<file path="src/upscaler_config.svh">
`ifndef UPSCALER_CONFIG_SVH
`define UPSCALER_CONFIG_SVH

// bits per colour component
`define UPS_COMPONENT_DEPTH 8

// bits of a pixel or line count
`define UPS_COORD_WIDTH 11

// pixels held per buffered line
`define UPS_LINE_BUFFER_SIZE 1024

// lines in the ring, also the vertical delay of the output
`define UPS_LINE_BUFFER_COUNT 3

// fraction bits of a scale step
`define UPS_DELTA_PRECISION 12

`endif

</file>
<file path="src/upscaler_pkg.sv">
`default_nettype none

`include "upscaler_config.svh"

package upscaler_pkg;

	typedef logic [`UPS_COMPONENT_DEPTH-1:0] component_t;
	typedef logic [`UPS_COORD_WIDTH-1:0] coord_t;
	typedef logic [1:0] line_idx_t;

	// fixed point, PRECISION fraction bits
	typedef logic [`UPS_DELTA_PRECISION:0] delta_t;
	typedef logic [`UPS_COORD_WIDTH+`UPS_DELTA_PRECISION-1:0] acc_t;

	typedef struct packed {
		component_t red;
		component_t green;
		component_t blue;
	} pixel_t;

	// syncs are active low
	typedef struct packed {
		logic hsync;
		logic vsync;
		logic hblank;
		logic vblank;
	} video_timing_t;

	typedef enum logic [1:0] {
		DIV_IDLE,
		DIV_BUSY,
		DIV_DONE
	} div_state_t;

endpackage

`default_nettype wire

</file>
<file path="src/video_input_capture.sv">
`default_nettype none

`include "upscaler_config.svh"

module video_input_capture (
	input wire i_ClkA,
	input wire i_rst_n,
	input wire upscaler_pkg::video_timing_t i_timing,
	input wire upscaler_pkg::pixel_t i_pixel,
	output logic o_wr_en,
	output upscaler_pkg::line_idx_t o_wr_line,
	output upscaler_pkg::coord_t o_wr_col,
	output upscaler_pkg::pixel_t o_wr_pixel,
	output upscaler_pkg::coord_t o_src_width,
	output upscaler_pkg::coord_t o_src_height,
	output upscaler_pkg::line_idx_t o_sof_line
);
	import upscaler_pkg::*;

	logic hblank_q;
	logic vblank_q;
	logic line_start;
	logic frame_start;
	logic line_active;
	coord_t h_count;
	coord_t v_count;
	line_idx_t line_idx;
	line_idx_t line_idx_next;

	// falling blank edges mark line and frame starts
	assign line_start = hblank_q & ~i_timing.hblank;
	assign frame_start = vblank_q & ~i_timing.vblank;
	assign line_active = ~i_timing.vblank;

	assign line_idx_next = (line_idx == line_idx_t'(`UPS_LINE_BUFFER_COUNT - 1)) ?
		'0 : line_idx + line_idx_t'(1);

	// first pixel of a line goes to column 0 of the next ring slot
	assign o_wr_en = ~i_timing.hblank & ~i_timing.vblank;
	assign o_wr_col = line_start ? '0 : h_count;
	assign o_wr_line = (line_start && line_active) ? line_idx_next : line_idx;
	assign o_wr_pixel = i_pixel;

	always_ff @(posedge i_ClkA or negedge i_rst_n) begin
		if (!i_rst_n) begin
			hblank_q <= 1'b0;
			vblank_q <= 1'b0;
			h_count <= '0;
			v_count <= '0;
			line_idx <= '0;
			o_src_width <= '0;
			o_src_height <= '0;
			o_sof_line <= '0;
		end else begin
			hblank_q <= i_timing.hblank;
			vblank_q <= i_timing.vblank;

			// width of the line just finished
			if (line_start) begin
				o_src_width <= h_count;
				h_count <= coord_t'(1);
				if (line_active) begin
					line_idx <= line_idx_next;
				end
			end else if (!i_timing.hblank) begin
				h_count <= h_count + coord_t'(1);
			end

			// the first active line of the frame lands in line_idx_next
			if (frame_start) begin
				o_src_height <= v_count;
				o_sof_line <= line_idx_next;
				v_count <= line_start ? coord_t'(1) : '0;
			end else if (line_start && line_active) begin
				v_count <= v_count + coord_t'(1);
			end
		end
	end

endmodule

`default_nettype wire

</file>
<file path="config.mk">
export PLATFORM = sky130hd
export DESIGN_NAME = video_input_capture
export DESIGN_NICKNAME = d
export VERILOG_FILES = /design/src/upscaler_pkg.sv /design/src/video_input_capture.sv
export VERILOG_INCLUDE_DIRS = /design/src
export SDC_FILE = /design/constraint.sdc
export NUM_CORES = 1
export LEC_CHECK = 0
export BUFFER_PORTS_ARGS = -buffer_cell sky130_fd_sc_hd__buf_4
export CELL_PAD_IN_SITES_DETAIL_PLACEMENT = 0
export CELL_PAD_IN_SITES_GLOBAL_PLACEMENT = 1
export CORE_UTILIZATION = 39
export DETAILED_ROUTE_END_ITERATION = 8
export HOLD_SLACK_MARGIN = 0.15
export PLACE_DENSITY_LB_ADDON = 0.1
export SLEW_MARGIN = 15
export SYNTH_ARGS = -nofsm -noshare
export SYNTH_HDL_FRONTEND = slang
export SYNTH_SLANG_ARGS = --single-unit
</file>
<file path="constraint.sdc">
create_clock -name i_ClkA -period 3.6 [get_ports i_ClkA]
set_input_delay 0.18 -clock i_ClkA [delete_from_list [all_inputs] [get_ports i_ClkA]]
set_output_delay 0.18 -clock i_ClkA [all_outputs]
set_load 0.02 [all_outputs]
</file>
==> reports/metrics.yaml <==
outcome:
  status: "completed"
synth:
  ys_seq_elements: 50
  synthArstFlopShare: 1.00
  synth_cells: 265
  syn_nets: 297
  ys.flop_type: "dfrtp_1"
  ys_seq_area_frac: 0.506
  yosysWarnings: 0
  synth_edf_count: 0
  synth_area_mm2: 0.00247
  ys_types: 35
  postSynthAreaPerCell_um2: 9.34
timing:
  fin_setup_tns_ns: 0
  relSlewSlack: 0.249
  max_slew.worst_pin.slew_ns: 1.13
  hold_viol: 0
  fmax_mhz: 401
  setup-violations-final: 0
  post-route-period-util: 0.693
  fin_crit_ns: 2.50
  clock-skew-final_ns: 0.0125
  drv_slew: 0
  setup_ws_ns: 1.10
  rsz0062_at_grt: "false"
critical_path:
  cp-end-kind: "primary output"
  worst-endpoint-required_ns: 3.42
  critical_path_class: "primary input to primary output"
  cp.arrival_ns: 2.32
  slowest_stage: "nand2b_1"
  cp-start-kind: "primary input"
  slowest_delay_ns: 0.67
  cp_common_cell: "buf_4"
  cp_cell_sequence: "dlygate4sd3_1 > buf_4 > nand2b_1 > o31ai_1 > buf_4"
  path_max_fanout: 29
clock_tree:
  root_buffer: "clkbuf_8"
  post_cts_buffers: 0
  htreeDepth: 2
  cts_tree: "done"
  cts_made_buffers: 5
  cts_sinks: 50
  insertion_delay_ns: 0.30
  clk_path_buf_depth: 2
place:
  dp_hpwl_mm: 3.22
  io_buffers: 41
  place.gp.congestion: 0.760
  place_ws_ns: 1.50
detailed_routing:
  ant_nets: 0
  drt-pass1-iter-count: 4
  drt_wl_total_mm: 4.90
  drcViolationCount: 0
  viasPerCell: 4.88
  drt_iter0_markers: 88
  wl_per_cell_um: 13.7
  vias: 1747
die:
  rows: 28
  die_h_um: 81.7
  die_w_um: 81.7
  die_area_mm2: 0.00667
  start_util: 0.411
  core_area_mm2: 0.00603
  io_pins: 92
power_and_ir_drop:
  leakagePower_nw: 1.34
  p_per_area_mw_per_mm2: 424
  vdd_drop_max_mv: 0.350
global_routing:
  grt_pass1_wl_mm: 8.20
  grt_usage: 0.163
  grt_pass1_vias: 1695
  grt_overflow: 0
  antenna_found_initial: 0
  grt_max_degree: 51
layout:
  diodes: 0
  drive_above_1_share: 0.191
  nets: 315
  fillers: 612
  syn_to_final_growth_pct: 11.5
worst_hold_path:
  hold_class: "primary input to primary output"
flow_run:
  max-cap-violations: 0
## worst max-delay path: cells and delay by family
kind	cells	cell delay [ns]
simple gates	1	0.67
compound gates	1	0.54
buf+inv	3	0.92
## power by group
group          switching, mW  total, mW  leakage (nW)  internal, mW
sequential            0.0383      0.644         0.675         0.606
combinational          0.129      0.220         0.629        0.0901
clock                  0.172      0.306        0.0383         0.134
total                  0.340       1.17          1.34         0.830
## sequential cells by signal, summed over array words and instances (netlist names)
signal / flops
h_count: 11
hblank_q: 1
line_idx: 2
o_sof_line: 2
o_src_height: 11
o_src_width: 11
v_count: 11
vblank_q: 1
## layout by cell type (no fill, tap or decap), types with 4 or more instances in the layout
cell type	instances
nand2b_1	4
o21ai_0	15
nand3_1	4
nor3_1	5
nand2_1	75
buf_4	42
xnor2_1	7
dfrtp_1	50
nor2_1	14
a21oi_1	4
inv_1	4
clkbuf_8	5
and2_1	11
## per-layer routing
layer  vias to the layer above  global-route usage  wire [um]
met4                         0              0.0561         46
li1                        877                   -          -
met5                         -                   0          0
met3                         6              0.0422        195
met2                        29               0.235       1980
met1                       835               0.236       2680
## path summary, 6_finish.rpt
kind,start,to,slack [ns],cells past startpoint
min in group asynchronous,i_rst_n,v_count[2]$_DFFE_PN0P_,0.45,2
min,i_pixel[10],o_wr_pixel[10],0.36,0
min reg2reg,o_src_height[10]$_DFFE_PN0P_,o_src_height[10]$_DFFE_PN0P_,0.48,2
max reg2reg,hblank_q$_DFF_PN0_,v_count[7]$_DFFE_PN0P_,1.52,4
max in group asynchronous,i_rst_n,h_count[8]$_DFFE_PN0P_,2.71,2
max,i_timing[1],o_wr_line[1],1.10,5
## through the flow
stage               hold WS [ns]  cell area (um^2)  std cells  total power [mW]  utilization
floorplan                 -0.116              2470        265             0.817            -
global placement           0.261              2650        348             0.875        0.440
detailed placement         0.253              2650        348             0.876        0.440
CTS                        0.360              2760        358              1.19        0.458
global route               0.360              2760        358              1.24        0.458
finish                     0.360              2760        358              1.17        0.458
## area by class of cell
class | count | area, um^2 | share of cell area
Sequential cell | 50 | 1250 | 0.453
Tap cell | 75 | 93.8 | 0.0340
Clock buffer | 7 | 76.3 | 0.0277
Timing Repair Buffer | 45 | 345 | 0.125
Inverter | 4 | 15.0 | 0.00544
Multi-Input combinational cell | 177 | 978 | 0.354
## logic make-up after synthesis
group,share of synthesized area
compound gates,0.0910
xor+xnor,0.0354
fa+ha+maj,0.0101
buf+inv,0.0991
flops,0.506
mux,0.0212
simple gates,0.238
## Yosys cell counts (all sizes together), types with 2 or more instances
cell	n	area share
mux2i	3	0.012
ha	2	0.010
a2111oi	2	0.022
nand2	75	0.11
a21oi	4	0.0081
nand2b	4	0.010
o211ai	3	0.0091
nor3	5	0.010
nand3	4	0.0081
mux2	2	0.0091
and2	11	0.028
nor2	15	0.024
nand3b	2	0.0061
nand4	3	0.0076
dfrtp	50	0.51
xor2	3	0.011
o31ai	3	0.0091
or3	3	0.0076
buf	29	0.085
a31oi	3	0.0076
xnor2	7	0.025
o21ai	15	0.030
inv	4	0.0061
clkbuf	5	0.0076
## repair_timing
action	CTS	global route
gates resized for setup	0	0
hold buffers	3	0
endpoints found under the hold margin	52	0
Power figures use the tool's default switching activity.
