**config.mk**
```make
export PLATFORM = sky130hd
export DESIGN_NAME = scale_step_divider
export DESIGN_NICKNAME = d
export VERILOG_FILES = /design/src/upscaler_pkg.sv /design/src/scale_step_divider.sv
export VERILOG_INCLUDE_DIRS = /design/src
export SDC_FILE = /design/constraint.sdc
export NUM_CORES = 1
export LEC_CHECK = 0
export BUFFER_PORTS_ARGS = -buffer_cell sky130_fd_sc_hd__buf_4
export CAP_MARGIN = 25
export CORE_MARGIN = 3
export CORE_UTILIZATION = 65
export CTS_BUF_LIST = sky130_fd_sc_hd__clkbuf_8
export DETAILED_ROUTE_END_ITERATION = 6
export PLACE_DENSITY = 0.87
export SLEW_MARGIN = 20
export SYNTH_ARGS = -nofsm -noshare
export SYNTH_HDL_FRONTEND = slang
export SYNTH_SLANG_ARGS = --single-unit
```
**constraint.sdc**
```tcl
create_clock -name i_ClkB -period 6.6 [get_ports i_ClkB]
set_input_delay 0.66 -clock i_ClkB [delete_from_list [all_inputs] [get_ports i_ClkB]]
set_output_delay 0.66 -clock i_ClkB [all_outputs]
set_load 0.01 [all_outputs]
```
**src/upscaler_config.svh**
```systemverilog
`ifndef UPSCALER_CONFIG_SVH
`define UPSCALER_CONFIG_SVH

// bits per colour component
`define UPS_COMPONENT_DEPTH 8

// bits of a pixel or line count
`define UPS_COORD_WIDTH 11

// pixels held per buffered line
`define UPS_LINE_BUFFER_SIZE 1024

// lines in the ring, also the vertical delay of the output
`define UPS_LINE_BUFFER_COUNT 3

// fraction bits of a scale step
`define UPS_DELTA_PRECISION 12

`endif

```
**src/upscaler_pkg.sv**
```systemverilog
`default_nettype none

`include "upscaler_config.svh"

package upscaler_pkg;

	typedef logic [`UPS_COMPONENT_DEPTH-1:0] component_t;
	typedef logic [`UPS_COORD_WIDTH-1:0] coord_t;
	typedef logic [1:0] line_idx_t;

	// fixed point, PRECISION fraction bits
	typedef logic [`UPS_DELTA_PRECISION:0] delta_t;
	typedef logic [`UPS_COORD_WIDTH+`UPS_DELTA_PRECISION-1:0] acc_t;

	typedef struct packed {
		component_t red;
		component_t green;
		component_t blue;
	} pixel_t;

	// syncs are active low
	typedef struct packed {
		logic hsync;
		logic vsync;
		logic hblank;
		logic vblank;
	} video_timing_t;

	typedef enum logic [1:0] {
		DIV_IDLE,
		DIV_BUSY,
		DIV_DONE
	} div_state_t;

endpackage

`default_nettype wire

```
**src/scale_step_divider.sv**
```systemverilog
`default_nettype none

`include "upscaler_config.svh"

module scale_step_divider (
	input wire i_ClkB,
	input wire i_rst_n,
	input wire i_start,
	input wire upscaler_pkg::coord_t i_num,
	input wire upscaler_pkg::coord_t i_den,
	output upscaler_pkg::delta_t o_step,
	output logic o_done
);
	import upscaler_pkg::*;

	localparam int unsigned QBITS = `UPS_COORD_WIDTH + `UPS_DELTA_PRECISION;
	localparam int unsigned CBITS = $clog2(QBITS);

	div_state_t state;
	acc_t quot;
	coord_t divisor;
	coord_t rem;
	logic [`UPS_COORD_WIDTH:0] trial;
	logic [CBITS-1:0] bit_cnt;

	// shift in next dividend bit
	assign trial = {rem, quot[QBITS-1]};

	always_ff @(posedge i_ClkB or negedge i_rst_n) begin
		if (!i_rst_n) begin
			state <= DIV_IDLE;
			quot <= '0;
			divisor <= '0;
			rem <= '0;
			bit_cnt <= '0;
			o_step <= '0;
			o_done <= 1'b0;
		end else begin
			o_done <= 1'b0;
			// zero denominator keeps the old step
			if (i_start && (i_den != '0)) begin
				quot <= acc_t'({i_num, {`UPS_DELTA_PRECISION{1'b0}}});
				divisor <= i_den;
				rem <= '0;
				bit_cnt <= CBITS'(QBITS - 1);
				state <= DIV_BUSY;
			end else begin
				case (state)
					DIV_BUSY: begin
						// one quotient bit per cycle, quotient bits replace dividend bits
						if (trial >= {1'b0, divisor}) begin
							rem <= coord_t'(trial - {1'b0, divisor});
							quot <= {quot[QBITS-2:0], 1'b1};
						end else begin
							rem <= coord_t'(trial);
							quot <= {quot[QBITS-2:0], 1'b0};
						end
						if (bit_cnt == '0) begin
							state <= DIV_DONE;
						end else begin
							bit_cnt <= bit_cnt - 1'b1;
						end
					end
					DIV_DONE: begin
						o_step <= quot[`UPS_DELTA_PRECISION:0];
						o_done <= 1'b1;
						state <= DIV_IDLE;
					end
					default: begin
						state <= DIV_IDLE;
					end
				endcase
			end
		end
	end

endmodule

`default_nettype wire

```
==> results.md <==
- Hold WS: 0.396 ns
- Non-Filler Instances: 452
- Wire per inst: 16.7 um
- Grt ovf: 0
- Share of cells above drive strength 1: 0.208
- CP peak stage delay: 0.41 ns
- Comb power frac: 0.169
- Vert. Die Dim: 78.0 um
- CP required: 6.85 ns
- # DRC: 0
- Num rows: 25
- Post-synthesis cell area: 0.00337 mm^2
- Clock Latency Late Sink: 0.35 ns
- Final worst slack: 3.81 ns
- Final hold viol count: 0
- Post-Syn Instances: 347
- Register area share after synthesis: 0.490
- Number of detailed-route iterations in the first pass: 4
- CTS tree: built
- Post-synthesis sequential element count: 66
- Crit end category: flip-flop
- Crit path cell chain: inv_1, ha_1, inv_1, fa_1, a211o_1, a211oi_1, o31ai_1, and2_1, mux2i_1, a211oi_1
- Die W: 78.0 um
- First-pass GRT wire length: 12900 um
- Final #Nets: 419
- Count of cell types in the netlist: 45
- CTS Root Cell: clkbuf_8
- Worst path buffer plus inverter count: 2
- Internal power: 0.759 mW
- Layout area overhead: 16.4%
- Clk buf depth: 2
- Setup Skew: 0.0107 ns
- Max-cap violation count: 0
- Peak supply drop: 0.228 mV
- Slew headroom: 0.430
- Most used DFF post-synth: dfrtp_1
- Sequential fraction of design power: 0.424
- Initial DRC Count: 240
- Minimum period implied by the final worst setup slack: 2.79 ns
- H-Tree Depth: 3
- Total CTS buffers: 9
- Worst Hold Class: in2async
- Inserted Diodes: 0
- Outcome: finished, final reports clean
- FFs w/ async S/R, synth: 1.00
- Initial Utilization: 0.691
- Place WS: 3.82 ns
- Detailed-route via count: 2687
- Final Cycle Share: 0.423
- Clk pwr share: 0.407
- CP delay by family, top: compound AO/OA/AOI/OAI gates
- Final Slew Violations: 0
- Post-CTS sizing: 0
- CTS sink cnt: 66
- # port buffers: 38
- Crit Path Class: reg2reg
- Highest Clock Rate: 0.358 GHz
- Net Sw Power: 0.283 mW
- Leak: 1.88 nW
- Number of global-route vias before repair: 2671
- Inst Count DP: 436
- Post-synth EDFFs: 0
- Antenna-violating nets left: 0
- Clock input transition at the sequential cells of the worst setup and hold paths: 0.08 ns
- Avg Inst Size Synth: 9.72 um^2
- Antenna violations before repair: 0
- Crit-path slowest cell: fa_1
- Post-Route WL: 7540 um
- Detailed placement HPWL: 4900 um
- Syn_nets: 386
- Die footprint: 0.00609 mm^2
- RSZ-0062 raised after global routing: no
- Util after Layout: 0.804
- Routability-driven placement congestion ratio: 0.822
- Worst Path Arrival: 3.05 ns
- Via density: 5.94
- Measured slew at the worst slew-check pin: 0.854 ns
- Crit Path Max Fanout: 12
- Cell Pwr Density: 266 mW/mm^2
- Final setup vio count: 0
- Post-CTS Repair Setup Buffers: 0
- Core Box Area: 0.00488 mm^2
- Total Routing Usage GR: 0.273
- Yosys Warn Count: 0
- Hold buffers post-CTS: 0
- CP Launch Type: flip-flop
- Largest net degree at the start of global routing: 67
- Setup TNS: 0 ns
- Sw Ratio: 0.272
- I/O pins: 39
layout make-up:
class                      instances  area [um^2]
fill                             296          955
tap                               67         83.8
inverter                          15         56.3
timing repair buffer              41          308
clock inverter                     7          124
multi-input combinational        247         1580
clock buffer                       9          124
sequential                        66         1650
power groups by stage:
stage,sequential [mW],clock (mW),combinational (mW)
6_report,0.442,0.424,0.176
5_1_grt,0.445,0.446,0.199
4_1_cts,0.442,0.428,0.175
3_5_place_dp,0.449,0,0.174
3_3_place_gp,0.448,0,0.166
2_1_floorplan,0.445,0,0.128
per-stage QoR:
stage	total power, mW	instance area, um^2
after floorplan	0.573	3370
after global placement	0.614	3670
after detailed placement	0.622	3670
after CTS	1.04	3920
after global routing	1.09	3930
final	1.04	3930
metal layers:
metal | wire, um | up-vias | track usage
li1 | - | 1273 | -
met1 | 3280 | 1326 | 0.372
met2 | 3700 | 76 | 0.430
met3 | 460 | 12 | 0.0539
met4 | 106 | 0 | 0.114
met5 | 0 | - | 0
cells in the mapped netlist (2+ instances only):
cell,count,share of area
nand2_1,71,0.079
dfrtp_1,66,0.49
a21oi_1,27,0.040
o21ai_0,24,0.036
nor2_1,18,0.020
inv_1,15,0.017
a31oi_1,13,0.024
clkbuf_1,13,0.014
ha_1,13,0.048
mux2_4,9,0.040
mux2i_1,7,0.021
xnor2_1,7,0.018
nand3_1,6,0.0089
nor3_1,6,0.0089
mux2_2,5,0.017
buf_2,4,0.0059
a211oi_1,3,0.0067
a21o_1,3,0.0067
xor2_1,3,0.0078
a211o_1,2,0.0052
nand2b_1,2,0.0037
nor2b_1,2,0.0037
nor4_1,2,0.0037
nor4_2,2,0.0074
o211ai_1,2,0.0044
o21a_1,2,0.0044
or3_1,2,0.0037
flip-flops by register name, indices dropped and copies added, names as in the netlist:
| name | cells |
|---|---|
| divisor | 11 |
| quot | 23 |
| rem | 11 |
| o_done | 1 |
| o_step | 13 |
| bit_cnt | 5 |
| state | 2 |
logic make-up after synthesis:
kind of cell               after synthesis  share of synthesized area
AOI/OAI and AO/OA                       84                      0.148
xor gates and xnor gates                10                     0.0260
DFF                                     66                      0.490
adders and majority gates               14                     0.0542
muxes                                   21                     0.0775
buffers and inverters                   34                     0.0464
and+or+nand+nor                        118                      0.158
layout by cell type, fill, tap and decap left out, drive strengths merged, types with 3 or more instances in the layout:
| cell type | Yosys | routed |
|---|---|---|
| dfrtp | 66 | 66 |
| mux2 | 14 | 14 |
| buf | 6 | 41 |
| nand3 | 6 | 6 |
| a21o | 3 | 3 |
| a21oi | 27 | 27 |
| o21ai | 25 | 25 |
| nor3 | 6 | 6 |
| clkbuf | 13 | 9 |
| bufinv | 0 | 3 |
| xnor2 | 7 | 7 |
| a31oi | 13 | 13 |
| mux2i | 7 | 7 |
| a211oi | 3 | 3 |
| xor2 | 3 | 3 |
| nor2 | 18 | 18 |
| ha | 13 | 13 |
| nor4 | 4 | 4 |
| inv | 15 | 18 |
| nand2 | 71 | 71 |
path summary, 6_finish.rpt:
path,slack [ns],start,cells past startpoint,end
worst max-delay path,3.81,quot[22],10,rem[7]
worst min-delay path,0.40,i_rst_n,1,divisor[8]
worst max register to register,3.81,quot[22],10,rem[7]
worst min register to register,0.53,divisor[0],2,divisor[0]
max in group asynchronous,5.68,i_rst_n,1,quot[15]
min in group i_ClkB,0.53,divisor[0],2,divisor[0]
Note: power is estimated with default switching activity, not from simulation.
