$ cat config.mk
export PLATFORM = sky130hd
export DESIGN_NAME = video_output_scaler
export DESIGN_NICKNAME = d
export VERILOG_FILES = /design/src/upscaler_pkg.sv /design/src/video_output_scaler.sv
export VERILOG_INCLUDE_DIRS = /design/src
export SDC_FILE = /design/constraint.sdc
export NUM_CORES = 1
export LEC_CHECK = 0
export ABC_AREA = 0
export BUFFER_PORTS_ARGS = -buffer_cell sky130_fd_sc_hd__buf_2
export CAP_MARGIN = 10
export CORE_AREA = 2 2 169 171
export CTS_CLUSTER_DIAMETER = 100
export DETAILED_ROUTE_END_ITERATION = 10
export DIE_AREA = 0 0 171 173
export GPL_TIMING_DRIVEN = 0
export MAX_ROUTING_LAYER = met4
export REMOVE_ABC_BUFFERS = 1
export SLEW_MARGIN = 25
export SYNTH_ARGS = -nofsm -noshare
export SYNTH_HDL_FRONTEND = slang
export SYNTH_SLANG_ARGS = --single-unit
$ cat constraint.sdc
create_clock -name i_ClkB -period 7.67 [get_ports i_ClkB]
set_clock_uncertainty 0.15 [all_clocks]
set_input_delay 0.3835 -clock i_ClkB [delete_from_list [all_inputs] [get_ports i_ClkB]]
set_output_delay 0.3835 -clock i_ClkB [all_outputs]
set_load 0.1 [all_outputs]
$ cat src/upscaler_config.svh
`ifndef UPSCALER_CONFIG_SVH
`define UPSCALER_CONFIG_SVH

// bits per colour component
`define UPS_COMPONENT_DEPTH 8

// bits of a pixel or line count
`define UPS_COORD_WIDTH 11

// pixels held per buffered line
`define UPS_LINE_BUFFER_SIZE 1024

// lines in the ring, also the vertical delay of the output
`define UPS_LINE_BUFFER_COUNT 3

// fraction bits of a scale step
`define UPS_DELTA_PRECISION 12

`endif

$ cat src/upscaler_pkg.sv
`default_nettype none

`include "upscaler_config.svh"

package upscaler_pkg;

	typedef logic [`UPS_COMPONENT_DEPTH-1:0] component_t;
	typedef logic [`UPS_COORD_WIDTH-1:0] coord_t;
	typedef logic [1:0] line_idx_t;

	// fixed point, PRECISION fraction bits
	typedef logic [`UPS_DELTA_PRECISION:0] delta_t;
	typedef logic [`UPS_COORD_WIDTH+`UPS_DELTA_PRECISION-1:0] acc_t;

	typedef struct packed {
		component_t red;
		component_t green;
		component_t blue;
	} pixel_t;

	// syncs are active low
	typedef struct packed {
		logic hsync;
		logic vsync;
		logic hblank;
		logic vblank;
	} video_timing_t;

	typedef enum logic [1:0] {
		DIV_IDLE,
		DIV_BUSY,
		DIV_DONE
	} div_state_t;

endpackage

`default_nettype wire

$ cat src/video_output_scaler.sv
`default_nettype none

`include "upscaler_config.svh"

module video_output_scaler (
	input wire i_ClkB,
	input wire i_rst_n,
	input wire upscaler_pkg::video_timing_t i_timing,
	input wire upscaler_pkg::coord_t i_src_width,
	input wire upscaler_pkg::coord_t i_src_height,
	input wire upscaler_pkg::line_idx_t i_sof_line,
	output logic o_hdiv_start,
	output upscaler_pkg::coord_t o_hdiv_num,
	output upscaler_pkg::coord_t o_hdiv_den,
	input wire upscaler_pkg::delta_t i_hstep,
	input wire i_hdiv_done,
	output logic o_vdiv_start,
	output upscaler_pkg::coord_t o_vdiv_num,
	output upscaler_pkg::coord_t o_vdiv_den,
	input wire upscaler_pkg::delta_t i_vstep,
	input wire i_vdiv_done,
	output upscaler_pkg::line_idx_t o_rd_line,
	output upscaler_pkg::coord_t o_rd_col,
	input wire upscaler_pkg::pixel_t i_rd_pixel,
	output upscaler_pkg::video_timing_t o_timing,
	output upscaler_pkg::pixel_t o_pixel,
	output logic o_locked
);
	import upscaler_pkg::*;

	localparam int unsigned DEPTH = `UPS_LINE_BUFFER_COUNT;
	localparam int unsigned PREC = `UPS_DELTA_PRECISION;
	localparam int unsigned CW = `UPS_COORD_WIDTH;

	logic hsync_q;
	logic hblank_q;
	logic hsync_fall;
	logic line_start;
	logic frame_start;
	logic h_active;
	logic v_active;
	logic [DEPTH-1:0] vsync_dly;
	logic [DEPTH-1:0] vblank_dly;
	coord_t h_count;
	coord_t v_count;
	coord_t out_width;
	coord_t out_height;
	coord_t src_width_b;
	coord_t src_height_b;
	line_idx_t sof_b;
	delta_t hstep_pend;
	delta_t vstep_pend;
	delta_t h_step;
	delta_t v_step;
	acc_t h_acc;
	acc_t v_acc;
	coord_t cur_row;
	coord_t rd_row;
	logic [CW:0] ring_sum;
	video_timing_t timing_q;
	logic active_q;

	assign hsync_fall = hsync_q & ~i_timing.hsync;
	assign line_start = hblank_q & ~i_timing.hblank;
	// delayed vblank falls on this hsync edge
	assign frame_start = hsync_fall & vblank_dly[DEPTH-1] & ~vblank_dly[DEPTH-2];
	assign h_active = ~i_timing.hblank;
	assign v_active = ~vblank_dly[DEPTH-1];

	// nearest source row and column
	assign rd_row = line_start ? v_acc[PREC +: CW] : cur_row;
	assign ring_sum = {1'b0, rd_row} + (CW + 1)'(sof_b);
	assign o_rd_line = line_idx_t'(ring_sum % DEPTH);
	assign o_rd_col = line_start ? '0 : h_acc[PREC +: CW];

	assign o_hdiv_num = src_width_b;
	assign o_hdiv_den = out_width;
	assign o_vdiv_num = src_height_b;
	assign o_vdiv_den = out_height;

	always_ff @(posedge i_ClkB or negedge i_rst_n) begin
		if (!i_rst_n) begin
			hsync_q <= 1'b1;
			hblank_q <= 1'b0;
			vsync_dly <= '1;
			vblank_dly <= '0;
			h_count <= '0;
			v_count <= '0;
			out_width <= '0;
			out_height <= '0;
			src_width_b <= '0;
			src_height_b <= '0;
			sof_b <= '0;
			hstep_pend <= '0;
			vstep_pend <= '0;
			h_step <= '0;
			v_step <= '0;
			h_acc <= '0;
			v_acc <= '0;
			cur_row <= '0;
			o_hdiv_start <= 1'b0;
			o_vdiv_start <= 1'b0;
			o_locked <= 1'b0;
		end else begin
			hsync_q <= i_timing.hsync;
			hblank_q <= i_timing.hblank;

			// start one cycle late so the fresh size is the denominator
			o_hdiv_start <= line_start;
			o_vdiv_start <= frame_start;
			if (i_hdiv_done) begin
				hstep_pend <= i_hstep;
			end
			if (i_vdiv_done) begin
				vstep_pend <= i_vstep;
			end

			// vertical delay line, one stage per output line
			if (hsync_fall) begin
				vsync_dly <= {vsync_dly[DEPTH-2:0], i_timing.vsync};
				vblank_dly <= {vblank_dly[DEPTH-2:0], i_timing.vblank};
			end

			if (line_start) begin
				out_width <= h_count;
				h_count <= coord_t'(1);
				h_step <= hstep_pend;
				h_acc <= acc_t'(hstep_pend);
			end else if (h_active) begin
				h_count <= h_count + coord_t'(1);
				h_acc <= h_acc + acc_t'(h_step);
			end

			// source values are sampled once per output frame
			if (frame_start) begin
				out_height <= v_count;
				v_count <= '0;
				v_acc <= '0;
				v_step <= vstep_pend;
				src_width_b <= i_src_width;
				src_height_b <= i_src_height;
				sof_b <= i_sof_line;
				o_locked <= 1'b1;
			end else if (line_start && v_active) begin
				v_count <= v_count + coord_t'(1);
				cur_row <= v_acc[PREC +: CW];
				v_acc <= v_acc + acc_t'(v_step);
			end
		end
	end

	// output pipeline, aligned with the registered ram read
	always_ff @(posedge i_ClkB or negedge i_rst_n) begin
		if (!i_rst_n) begin
			timing_q <= '{hsync: 1'b1, vsync: 1'b1, hblank: 1'b0, vblank: 1'b0};
			active_q <= 1'b0;
			o_timing <= '{hsync: 1'b1, vsync: 1'b1, hblank: 1'b0, vblank: 1'b0};
			o_pixel <= '0;
		end else begin
			timing_q.hsync <= i_timing.hsync;
			timing_q.vsync <= vsync_dly[DEPTH-1];
			timing_q.hblank <= i_timing.hblank;
			timing_q.vblank <= vblank_dly[DEPTH-1];
			active_q <= h_active & v_active;
			o_timing <= timing_q;
			o_pixel <= active_q ? i_rd_pixel : '0;
		end
	end

endmodule

`default_nettype wire

==> metrics.md, run 1 <==
| Metric | Value |
|---|---|
| CP Max Fanout | 14 |
| Post-detail-place hpwl | ~16 mm |
| R2R depth | 16 |
| CTS tree | done |
| Worst Path Class, Setup | flip-flop to output pin |
| Min-delay src | i_timing[1] |
| Mean Syn Cell Area | 9.49 um2 |
| VDD IR-drop max | approximately 370 uV |
| Final Max Slew Viols | 0 |
| Sw Ratio | 0.441 |
| Area delta synth->final | 31.1% |
| Core area | ~0.028 mm2 |
| Gr ovfl total | 0 |
| Crit share post-route | 0.978 |
| CTS max path bufs | 3 |
| Crit-path max cell delay | about 620 ps |
| Horiz. Die Dim | 171 um |
| Post-Layout Cell Count | 1815 |
| Mux contribution to synthesized area | 0.0646 |
| Port bufs | between 150 and 200 |
| Vias | about 9000 |
| Final Core Density | 0.522 |
| Vias in the first global route | roughly 9000 |
| Final Net Count | 1536 |
| Crit path required time | slightly above 7000 ps |
| Post-Syn Instances | approximately 1200 |
| Min cycle time layout | around 7500 ps |
| Post-DP Area | around 0.012 mm2 |
| Tightest Hold Check Type | input pin to flip-flop |
| Worst R2R Setup Slack | approximately 3600 ps |
| Post-Place Cells | between 1500 and 2000 |
| Post-route cell area | roughly 0.014 mm2 |
| Most used cell, CP | nand2_4 |
| Yosys reg bits | around 220 |
| Cell Rows | 61 |
| DRC | 0 |
| Synth Cell Area | between 0.01 and 0.015 mm2 |
| Slowest-stage cell, CP | or4_1 |
| RSZ-0062 raised after global routing | yes |
| Startpoint Class | flip-flop |
| First drt pass iteration count | 5 |
| Comb power frac | 0.441 |
| Vias/cell | ~5 |
| Clk pin slew, worst setup/hold paths | around 60 ps |
| Total power | between 5 and 6 mW |
| Antenna Nets Post-Route | 0 |
| RR Endpoint | v_acc[16] |
| NetSw | about 2.3 mW |
| Initial core utilization | 0.398 |
| Hold endpoint | timing_q[1] |
| RR Startpoint | v_acc[0] |
| Maxcap violations | 0 |
| Htree depth | 1 |
| Sequential Power Share | 0.306 |
| Post-DR wirelength/cell | approximately 15 um |
| Num CTS Buffers | 25 |
| Status | complete, no violations |
| Die ar. | a little under 0.03 mm2 |
| Post-synth cell types | 85 |
| Largest net degree at the start of global routing | 85 |
| Latest clock arrival within the worst-skew pair | about 530 ps |
| RD Place Congestion | 0.825 |
| Post-synth top area cell | dfrtp_1 |
| Hold WS | approximately 63 ps |
| Largest cells by area after synthesis | dfrtp_1 (48%), nand2_1 (11%), mux2_2 (4.4%) |
| WL final | approximately 27 mm |
| Layout cells sized above 1 | 0.246 |
| Pwr dens | around 360 mW/mm2 |
| Initial antenna violation count | 0 |
| Sequential-to-total area share from yosys stat | 0.499 |
| Async S/R FF share, synth | 1.00 |
| Crit path DAT | around 7000 ps |
| Die H | 173 um |
| Fin. Hold Viols | 0 |
| Synth Area in XOR/XNOR | 0.0310 |
| Ys Warns | 0 |
| Main combinational cell family by area after synthesis | simple AND/OR/NAND/NOR gates |
| IO Pins | 170 |
| Root Buffer Master | clkbuf_16 |
| Simple logic cell fraction of the synthesized area | 0.214 |
| Initial drt markers | around 520 |
| Complex-gate fraction of the synthesized area | 0.117 |
| Leakage | roughly 7 nW |
| Slew HR | 0.361 |
| # setup viols final | 0 |
| Total track usage | 0.183 |
| Synth Flop Type | dfrtp_1 |
| CTS Sinks | approximately 220 |
| Fmax | 0.133 GHz |
| Worst setup EP type | output pin |
| Ant diodes | 0 |
| First-pass GRT wire length | 44.1 mm |
| Post-Synth Adder-Cell Area | 0.0430 |
| Worst Tran Pin Value | around 950 ps |
| Share of the synthesized area in the top cell type | 0.483 |
| Hold Crit Depth | 1 |
| Post-synth EDFFs | 0 |
| Clock power share | 0.252 |
| Int Power | approximately 2.9 mW |
-- kinds of logic after synthesis --
| group | Yosys count |
|---|---|
| and+or+nand+nor | 527 |
| DFF | 219 |
| AOI/OAI and AO/OA | 193 |
| buffers and inverters | 82 |
| muxes | 63 |
| xor gates and xnor gates | 38 |
| adders and majority gates | 36 |
-- through the flow --
step           setup TNS [ps]  setup slack (ps)
2_1_floorplan           -1470             -1230
3_3_place_gp            -4380             -2210
3_5_place_dp            -3420             -1730
4_1_cts                     0              25.7
5_1_grt                  -140             -94.1
6_report                    0               172
-- registers in the layout, summed over array words and instances (netlist names) --
register      count
o_pixel          24
h_acc            23
v_acc            23
h_step           13
hstep_pend       13
v_step           13
vstep_pend       13
cur_row          11
h_count          11
o_hdiv_den       11
o_hdiv_num       11
o_vdiv_den       11
o_vdiv_num       11
v_count          11
o_timing          4
timing_q          4
vblank_dly        3
vsync_dly         3
sof_b             2
active_q          1
o_hdiv_start      1
o_locked          1
o_vdiv_start      1
-- routing by layer --
metal,wire length (um),global-route usage
met2,12700,0.299
met4,471,0.0367
met1,12200,0.239
met5,0,-
met3,1200,0.0302
-- worst max path at each step --
stage / endpoint / startpoint / cells past startpoint / slack [ps]
after floorplan: o_rd_line[0] / timing_q[1] / 32 / -1230
after global placement: o_rd_line[1] / timing_q[1] / 33 / -2210
after detailed placement: o_rd_line[1] / timing_q[1] / 33 / -1730
after CTS: o_rd_line[1] / timing_q[1] / 33 / 30
after global routing: o_rd_line[1] / timing_q[1] / 33 / -90
final: o_rd_line[1] / timing_q[1] / 31 / 170
-- cells in the final DEF (no fill, tap or decap), types with 5 or more instances in the layout --
cell	instances
nand2_1	328
dfrtp_1	211
buf_2	166
dlygate4sd3_1	78
o21ai_0	59
nor2_1	45
mux2_2	42
and2_1	40
a21oi_1	35
inv_1	31
ha_1	29
clkbuf_16	25
buf_4	23
nand3_1	20
xnor2_1	19
xor2_1	18
and3_1	16
or3_1	15
mux2i_1	14
a21boi_0	11
nor3_1	9
o211ai_1	9
o21a_1	9
o31ai_1	7
clkbuf_8	7
dfstp_2	7
a31oi_1	6
a21o_1	6
clkinv_2	6
nand3b_1	5
o311ai_0	5
nand4_1	5
-- cell usage after synthesis (9+ instances only) --
library cell and number:
clkbuf_1 33, xor2_1 18, nand2_1 334, buf_1 9, inv_1 31, ha_1 33, o211ai_1 9, nand3_1 21
o21ai_0 60, a21boi_0 11, and2_1 40, and3_1 16, nor3_1 11, or3_1 16, xnor2_1 19, nor2_1 50
dfrtp_1 212, mux2_2 43, a21oi_1 38, mux2i_1 16, o21a_1 9
-- power groups by stage --
| stage | logic [mW] | registers, mW | clock network [mW] |
|---|---|---|---|
| after CTS | 2.18 | 1.57 | 1.33 |
| after floorplan | 1.06 | 2.22 | 0 |
| after detailed placement | 2.08 | 1.59 | 0 |
| final | 2.27 | 1.58 | 1.30 |
| after global placement | 2.04 | 1.58 | 0 |
| after global routing | 2.43 | 1.61 | 1.38 |
-- repair_timing --
item	in CTS	in global routing
cloned	3	1
pin swaps	6	25
hold endpoints to repair	134	0
hold buffers	78	0
resized for setup	21	41
setup endpoints to repair	2	2
setup buffers	14	11
-- worst max-delay path, delay by kind of cell, from the launching register on --
kind	cells	cell delay, ps
buffers and inverters	4	530
multiplexers	1	320
adder cells (fa/ha/maj)	4	890
AO/OA/AOI/OAI	9	1850
AND/OR/NAND/NOR	13	2340
flip-flops	1	500
-- final cells by class --
type,instances,area (um2)
repair inverters,2,17.5
clock buffers,34,729
clock inverters,12,179
multi-input cells,859,5410
flip-flops and latches,219,5490
inverters,33,143
well taps,378,473
repair buffers,278,1970
fillers,2511,13200
No activity file was read; power rests on OpenSTA's default activity.
==> run 2, diff against run 1 <==
--- a/config.mk
+++ b/config.mk
@@ -9,12 +9,12 @@
 export ABC_AREA = 0
 export BUFFER_PORTS_ARGS = -buffer_cell sky130_fd_sc_hd__buf_2
 export CAP_MARGIN = 10
-export CORE_AREA = 2 2 169 171
+export CORE_AREA = 2 2 152 154
 export CTS_CLUSTER_DIAMETER = 100
 export DETAILED_ROUTE_END_ITERATION = 10
-export DIE_AREA = 0 0 171 173
+export DIE_AREA = 0 0 154 156
 export GPL_TIMING_DRIVEN = 0
-export MAX_ROUTING_LAYER = met4
+export PLACE_DENSITY = 0.73
 export REMOVE_ABC_BUFFERS = 1
 export SLEW_MARGIN = 25
 export SYNTH_ARGS = -nofsm -noshare
==> run 2 against run 1 <==
Net effect:
- sequential power hardly changed
- fmax decreased by 0.61%
- final area shrank 2.0%
- via count up 0.63%
- hold slack improved by 12 ps
- non-clock buffer count is 4 higher
- wire length fell by 1.4%
- clock-buffer cell count decreased by 1
- die area decreased by 19%
- largest power group unchanged
- first-iteration DRC count down 5.0%
==> metrics.md, run 2 (synthesis gave the netlist of run 1 again) <==
| Metric | Value |
|---|---|
| Status | complete, no violations |
| Crit-path max cell delay | 490 ps (-130 ps) |
| VDD IR-drop max | 455 uV (+21%) |
| Initial antenna violation count | 0 (unchanged) |
| WL final | 26.3 mm (-1.4%) |
| Crit path DAT | 7010 ps (+50 ps) |
| DRC | 0 (unchanged) |
| Commonest non-fill, non-tap cell in the layout | nand2_1 |
| Clock power share | 0.216 (-0.036) |
| First-pass GRT wire length | 43.5 mm (-1.3%) |
| Fin. Hold Viols | 0 (unchanged) |
| Core area | 0.0224 mm2 (-19%) |
| Htree depth | 1 (unchanged) |
| Die ar. | 0.0240 mm2 (-19%) |
| Largest registers | o_pixel x24, h_acc x23, v_acc x23 |
| Max FFs per register | 24 (unchanged) |
| Crit share post-route | 0.984 (+0.00600) |
| CTS Sinks | 219 (unchanged) |
| FF/Latch Area | 0.00549 mm2 (unchanged) |
| RR Startpoint | v_step[0] |
| Commonest cells after routing, fill and taps aside | nand2_1 (327), dfrtp_1 (211), buf_2 (166), dlygate4sd3_1 (78), o21ai_0 (59) |
| CTS tree | done |
| Final Net Count | 1538 (+0.13%) |
| Initial drt markers | 491 (-5.0%) |
| Root Buffer Master | clkbuf_16 |
| IO Pins | 170 (unchanged) |
| Multi-input logic area | 0.00539 mm2 (-0.44%) |
| Total track usage | 0.216 (+0.0337) |
| Horiz. Die Dim | 154 um (-9.9%) |
| Worst setup EP type | output pin |
| Initial core utilization | 0.492 (+0.0937) |
| Leakage | 6.97 nW (-1.1%) |
| Post-detail-place hpwl | 15.9 mm (-2.9%) |
| Clk pin slew, worst setup/hold paths | 60 ps (about the same) |
| Worst Path Buf+Inv | 2 (-2) |
| CP Max Fanout | 5 (-9) |
| Antenna Nets Post-Route | 0 (unchanged) |
| Final Max Slew Viols | 0 (unchanged) |
| R2R depth | 16 (unchanged) |
| Die H | 156 um (-9.8%) |
| Worst Setup SP | timing_q[1] |
| Final Core Density | 0.632 (+0.110) |
| Worst R2R Setup Slack | 3540 ps (-30 ps) |
| Post-Place Cells | 1569 (-5.6%) |
| Vias/cell | 5.34 (+6.3%) |
| Fmax | 0.133 GHz (-0.61%) |
| Maxcap violations | 0 (unchanged) |
| Post-Layout Cell Count | 1718 (-5.3%) |
| Setup Total Neg Slack | 0 ps (unchanged) |
| CP Capture Point | o_rd_line[1] |
| Setup WS pre-CTS | -1650 ps (+80.3 ps) |
| Comb power frac | 0.465 (+0.024) |
| Sw Ratio | 0.452 (+0.0106) |
| Startpoint Class | flip-flop |
| Num CTS Buffers | 23 (-8.0%) |
| Largest net degree at the start of global routing | 87 (+2.4%) |
| Worst Path Class, Setup | flip-flop to output pin |
| Ant diodes | 0 (unchanged) |
| Biggest register | o_pixel |
| Int Power | 2.72 mW (-5.3%) |
| Min cycle time layout | 7540 ps (+46.0 ps) |
| # setup viols final | 0 (unchanged) |
| Latest clock arrival within the worst-skew pair | 510 ps (-20 ps) |
| Slowest-stage cell, CP | dfrtp_4 |
| First drt pass iteration count | 5 (unchanged) |
| RSZ-0062 raised after global routing | yes |
| Cell Rows | 55 (-9.8%) |
| Crit-path leading delay family | simple AND/OR/NAND/NOR gates |
| Fill cell count | 1767 (-30%) |
| Worst Tran Pin Value | 928 ps (-21.4 ps) |
| RD Place Congestion | 0.908 (+10%) |
| Post-DR wirelength/cell | 15.3 um (+4.2%) |
| Vias | 9172 (+0.63%) |
| Tightest Hold Check Type | input pin to flip-flop |
| Slew HR | 0.380 (+0.0194) |
| NetSw | 2.24 mW (-1.2%) |
| Vias in the first global route | 9143 (+3.1%) |
| Setup WS post-layout | 126 ps (-46.0 ps) |
| Hold WS | 75.6 ps (+12.3 ps) |
| Layout cells sized above 1 | 0.239 (-0.00629) |
| Sequential Power Share | 0.319 (+0.013) |
| Pwr dens | 351 mW/mm2 (-1.6%) |
| Stages on the worst setup path | 33 (+6.5%) |
| CTS max path bufs | 3 (unchanged) |
| RR Endpoint | v_acc[14] |
| Port bufs | 169 (unchanged) |
| Gr ovfl total | 0 (unchanged) |
| Area delta synth->final | 28.5% |
| Crit path required time | 7140 ps (about the same) |
| Most used cell, CP | nand2_4 |
[run 2: changes by cell type in the layout (fill, tap and decap cells not counted), moves of 2 or more]
cell,change
inv_8,+2
buf_4,+3
buf_6,+2
bufinv_16,-3
clkbuf_8,-3
clkbuf_1,+4
clkbuf_16,-2
inv_6,-3
clkinv_2,-4
[run 2: repair_timing]
item,in CTS,in global routing
hold buffers,78,0
pin swaps,5,28
resized for setup,19,40
cloned,2,2
buffers inserted,11,18
endpoints found under the hold margin,134,0
endpoints found under the setup margin,2,2
[run 2: worst min path at each step]
stage / start / end / slack [ps] / cells after the start
after global routing: i_timing[1] / timing_q[1] / 80 / 1
after global placement: timing_q[0] / o_timing[0] / 190 / 0
final: i_timing[1] / timing_q[1] / 80 / 1
after detailed placement: i_rst_n / vstep_pend[5] / 190 / 1
after floorplan: i_rst_n / active_q / -60 / 0
after CTS: i_timing[1] / timing_q[1] / 40 / 1
[run 2: layer usage]
layer / share of wire / wire, um / global-route usage / vias up
met1: 0.43 / 11200 / 0.270 / 4413
met4: 0.026 / 684 / 0.0694 / 0
li1: - / - / - / 4478
met5: 0 / 0 / 0 / -
met2: 0.50 / 13200 / 0.386 / 229
met3: 0.045 / 1190 / 0.0336 / 52
[run 2: metrics by stage]
step                instance area (um2)  total power [mW]
floorplan                         10800              3.28
global placement                  12000              3.62
detailed placement                12100              3.68
CTS                               13800              4.85
global route                      14100              5.25
finish                            14100              4.97
[run 2: layout make-up]
type                       instances  area share
sequential                       219       0.389
multi-input combinational        859       0.381
timing repair buffer             282       0.141
clock buffer                      33      0.0462
tap                              285      0.0252
inverter                          33      0.0108
clock inverter                     5     0.00478
timing repair inverter             2     0.00159
[run 2: power groups by stage]
stage | Combinational [mW] | Sequential, mW | Clock (mW)
5_1_grt | 2.49 | 1.62 | 1.15
4_1_cts | 2.18 | 1.57 | 1.10
6_report | 2.31 | 1.58 | 1.07
2_1_floorplan | 1.06 | 2.22 | 0
3_5_place_dp | 2.09 | 1.59 | 0
3_3_place_gp | 2.03 | 1.58 | 0
==> run 3, diff against run 2 <==
--- a/config.mk
+++ b/config.mk
@@ -7,7 +7,7 @@
 export NUM_CORES = 1
 export LEC_CHECK = 0
 export ABC_AREA = 0
-export BUFFER_PORTS_ARGS = -buffer_cell sky130_fd_sc_hd__buf_2
+export BUFFER_PORTS_ARGS = -buffer_cell sky130_fd_sc_hd__buf_4
 export CAP_MARGIN = 10
 export CORE_AREA = 2 2 152 154
 export CTS_CLUSTER_DIAMETER = 100
==> constraint.sdc (replaced) <==
create_clock -name i_ClkB -period 7.67 [get_ports i_ClkB]
set_clock_uncertainty 0.15 [all_clocks]
set_input_delay 0.3835 -clock i_ClkB [delete_from_list [all_inputs] [get_ports i_ClkB]]
set_output_delay 0.3835 -clock i_ClkB [all_outputs]
set_load 0.005 [all_outputs]
==> run 3 against run 2 <==
Net effect:
- combinational power decreased by 41%
- wire length increased by 4.7%
- register-to-register slack about the same
- global-route usage increased by 0.80 points
==> metrics.md, run 3 (synthesis gave the netlist of run 1 again) <==
| Metric | Value |
|---|---|
| Status | complete, no violations |
| Met1 WL | 11.3 mm (+0.84%) |
| First drt pass iteration count | 5 (unchanged) |
| Fmax | 0.133 GHz (+0.30%) |
| Vias in the first global route | 9233 (+0.98%) |
| Area delta synth->final | 33.8% |
| Post-DP Area | 0.0125 mm2 (+3.5%) |
| Detail Route met2 WL | 14.2 mm (+7.2%) |
| Commonest non-fill, non-tap cell in the layout | nand2_1 |
| Post-DR wirelength/cell | 15.9 um (+4.3%) |
| Sequential Power Share | 0.382 (+0.063) |
| Crit-path leading delay family | simple AND/OR/NAND/NOR gates |
| Final Net Count | 1541 (+0.20%) |
| Final Core Density | 0.658 (+0.0258) |
| Crit share post-route | 0.981 (-0.00292) |
| Crit path required time | 7140 ps (about the same) |
| VDD IR-drop max | 181 uV (-60%) |
| Die ar. | 0.0240 mm2 (unchanged) |
| RR Startpoint | v_acc[0] |
| Startpoint Class | flip-flop |
| First-pass GRT wire length | 45.0 mm (+3.4%) |
| Pwr dens | 283 mW/mm2 (-19%) |
| Clk pin slew, worst setup/hold paths | 60 ps (about the same) |
| Worst Path Buf+Inv | 2 (unchanged) |
| Crit-path max cell delay | 490 ps (about the same) |
| Horiz. Die Dim | 154 um (unchanged) |
| Biggest register | o_pixel |
| Min cycle time layout | 7520 ps (-22.4 ps) |
| Latest clock arrival within the worst-skew pair | 530 ps (+20 ps) |
| Port bufs | 169 (unchanged) |
| Cell Rows | 55 (unchanged) |
| CP Max Fanout | 6 (+1) |
| Crit path DAT | 6990 ps (-20 ps) |
| Gr ovfl total | 0 (unchanged) |
| Htree depth | 1 (unchanged) |
| Worst Tran Pin Value | 1100 ps (+169 ps) |
| Final Max Slew Viols | 0 (unchanged) |
| Core area | 0.0224 mm2 (unchanged) |
| Ant diodes | 0 (unchanged) |
| CTS max path bufs | 3 (unchanged) |
| Initial drt markers | 522 (+6.3%) |
| Commonest cells after routing, fill and taps aside | nand2_1 (328), dfrtp_1 (211), buf_4 (195), dlygate4sd3_1 (79), o21ai_0 (60) |
| Initial core utilization | 0.492 (unchanged) |
| Total track usage | 0.224 (+0.00797) |
| Num CTS Buffers | 24 (+4.3%) |
| Hold endpoint | h_acc[0] |
| Tightest Hold Check Type | input pin to flip-flop |
| IO Pins | 170 (unchanged) |
| Post-detail-place hpwl | 16.4 mm (+2.9%) |
| Setup WS pre-CTS | -1390 ps (+265 ps) |
| Vias | 9254 (+0.89%) |
| Sw Ratio | 0.315 (-0.136) |
| Largest net degree at the start of global routing | 86 (-1.1%) |
| Maxcap violations | 0 (unchanged) |
| Post-route cell area | 0.0147 mm2 (+4.1%) |
| Fin. Hold Viols | 0 (unchanged) |
| R2R depth | 16 (unchanged) |
| Min-delay src | i_timing[1] |
| Antenna Nets Post-Route | 0 (unchanged) |
| NetSw | 1.31 mW (-41%) |
| Worst R2R Setup Slack | 3540 ps (about the same) |
| Root Buffer Master | clkbuf_16 |
| DRC | 0 (unchanged) |
| WL final | 27.5 mm (+4.7%) |
| Top sig layer | met4 |
| Max FFs per register | 24 (unchanged) |
| RSZ-0062 raised after global routing | yes |
| Largest registers | o_pixel x24, h_acc x23, v_acc x23 |
| Setup Total Neg Slack | 0 ps (unchanged) |
| Worst setup EP type | output pin |
| Layout cells sized above 1 | 0.247 (+0.00769) |
| Hold WS | 89.2 ps (+13.7 ps) |
| CTS tree | done |
| RD Place Congestion | 0.803 (-12%) |
| # setup viols final | 0 (unchanged) |
| Leakage | 7.14 nW (+2.5%) |
| DR WL met3 | 1.45 mm (+22%) |
| Worst Path Class, Setup | flip-flop to output pin |
| Slew HR | 0.267 (-0.113) |
| Vias/cell | 5.36 (+0.43%) |
| Hold Crit Depth | 3 (+2) |
| Initial antenna violation count | 0 (unchanged) |
| Die H | 156 um (unchanged) |
| Slowest-stage cell, CP | dfrtp_4 |
| CTS Sinks | 219 (unchanged) |
| Setup WS post-layout | 149 ps (+22.4 ps) |
| Int Power | 2.85 mW (+4.8%) |
| Clock power share | 0.291 (+0.075) |
| Comb power frac | 0.327 (-0.138) |
| RR Endpoint | v_acc[22] |
[run 3: changes by cell type in the layout (fill, tap and decap cells not counted), moves of 2 or more]
cell,change
buf_2,-166
clkbuf_1,-2
buf_4,+169
clkinv_2,+2
bufinv_16,+2
buf_12,-2
clkbuf_8,+2
[run 3: tightest hold or removal path, cell delays in order]
cell     delay, ps
buf_4          190
nand2_1         70
o21ai_0         60
[run 3: cell type report]
cell class,instances,area (um2)
Fill cell,1736,7660
Clock inverter,10,159
Inverter,33,153
Multi-Input combinational cell,859,5420
Timing Repair inverter,2,22.5
Sequential cell,219,5490
Clock buffer,34,698
Timing Repair Buffer,284,2410
Tap cell,285,357
[run 3: worst max path at each step]
stage,endpoint,cells after the start,from
2_1_floorplan,o_rd_line[1],32,timing_q[1]
3_3_place_gp,o_rd_line[1],33,timing_q[1]
3_5_place_dp,o_rd_line[1],33,timing_q[1]
4_1_cts,o_rd_line[1],33,timing_q[1]
5_1_grt,o_rd_line[1],35,timing_q[1]
6_report,o_rd_line[1],33,timing_q[1]
[run 3: routing by layer]
| layer | vias to the layer above | GRT usage |
|---|---|---|
| met5 | - | 0 |
| met4 | 0 | 0.0601 |
| met3 | 50 | 0.0358 |
| met2 | 271 | 0.410 |
| met1 | 4456 | 0.276 |
| li1 | 4477 | - |
[run 3: power by group through the flow]
stage | Clock [mW] | Sequential (mW) | Combinational [mW]
global route | 1.29 | 1.62 | 1.53
finish | 1.21 | 1.59 | 1.36
CTS | 1.24 | 1.58 | 1.25
global placement | 0 | 1.59 | 1.14
floorplan | 0 | 1.56 | 0.756
detailed placement | 0 | 1.60 | 1.20
[run 3: timing repair]
action                                  in CTS  in global routing
buffers inserted                             8                 22
pin swaps                                    6                 27
hold buffers                                79                  0
gates cloned                                 2                  2
endpoints found under the setup margin       2                  2
resized for setup                           15                 42
hold endpoints to repair                   130                  0
[run 3: per-stage QoR]
stage | total power, mW | std cells
floorplan | 2.32 | 1109
CTS | 4.08 | 1702
global placement | 2.73 | 1563
detailed placement | 2.80 | 1569
finish | 4.17 | 1726
global route | 4.44 | 1726
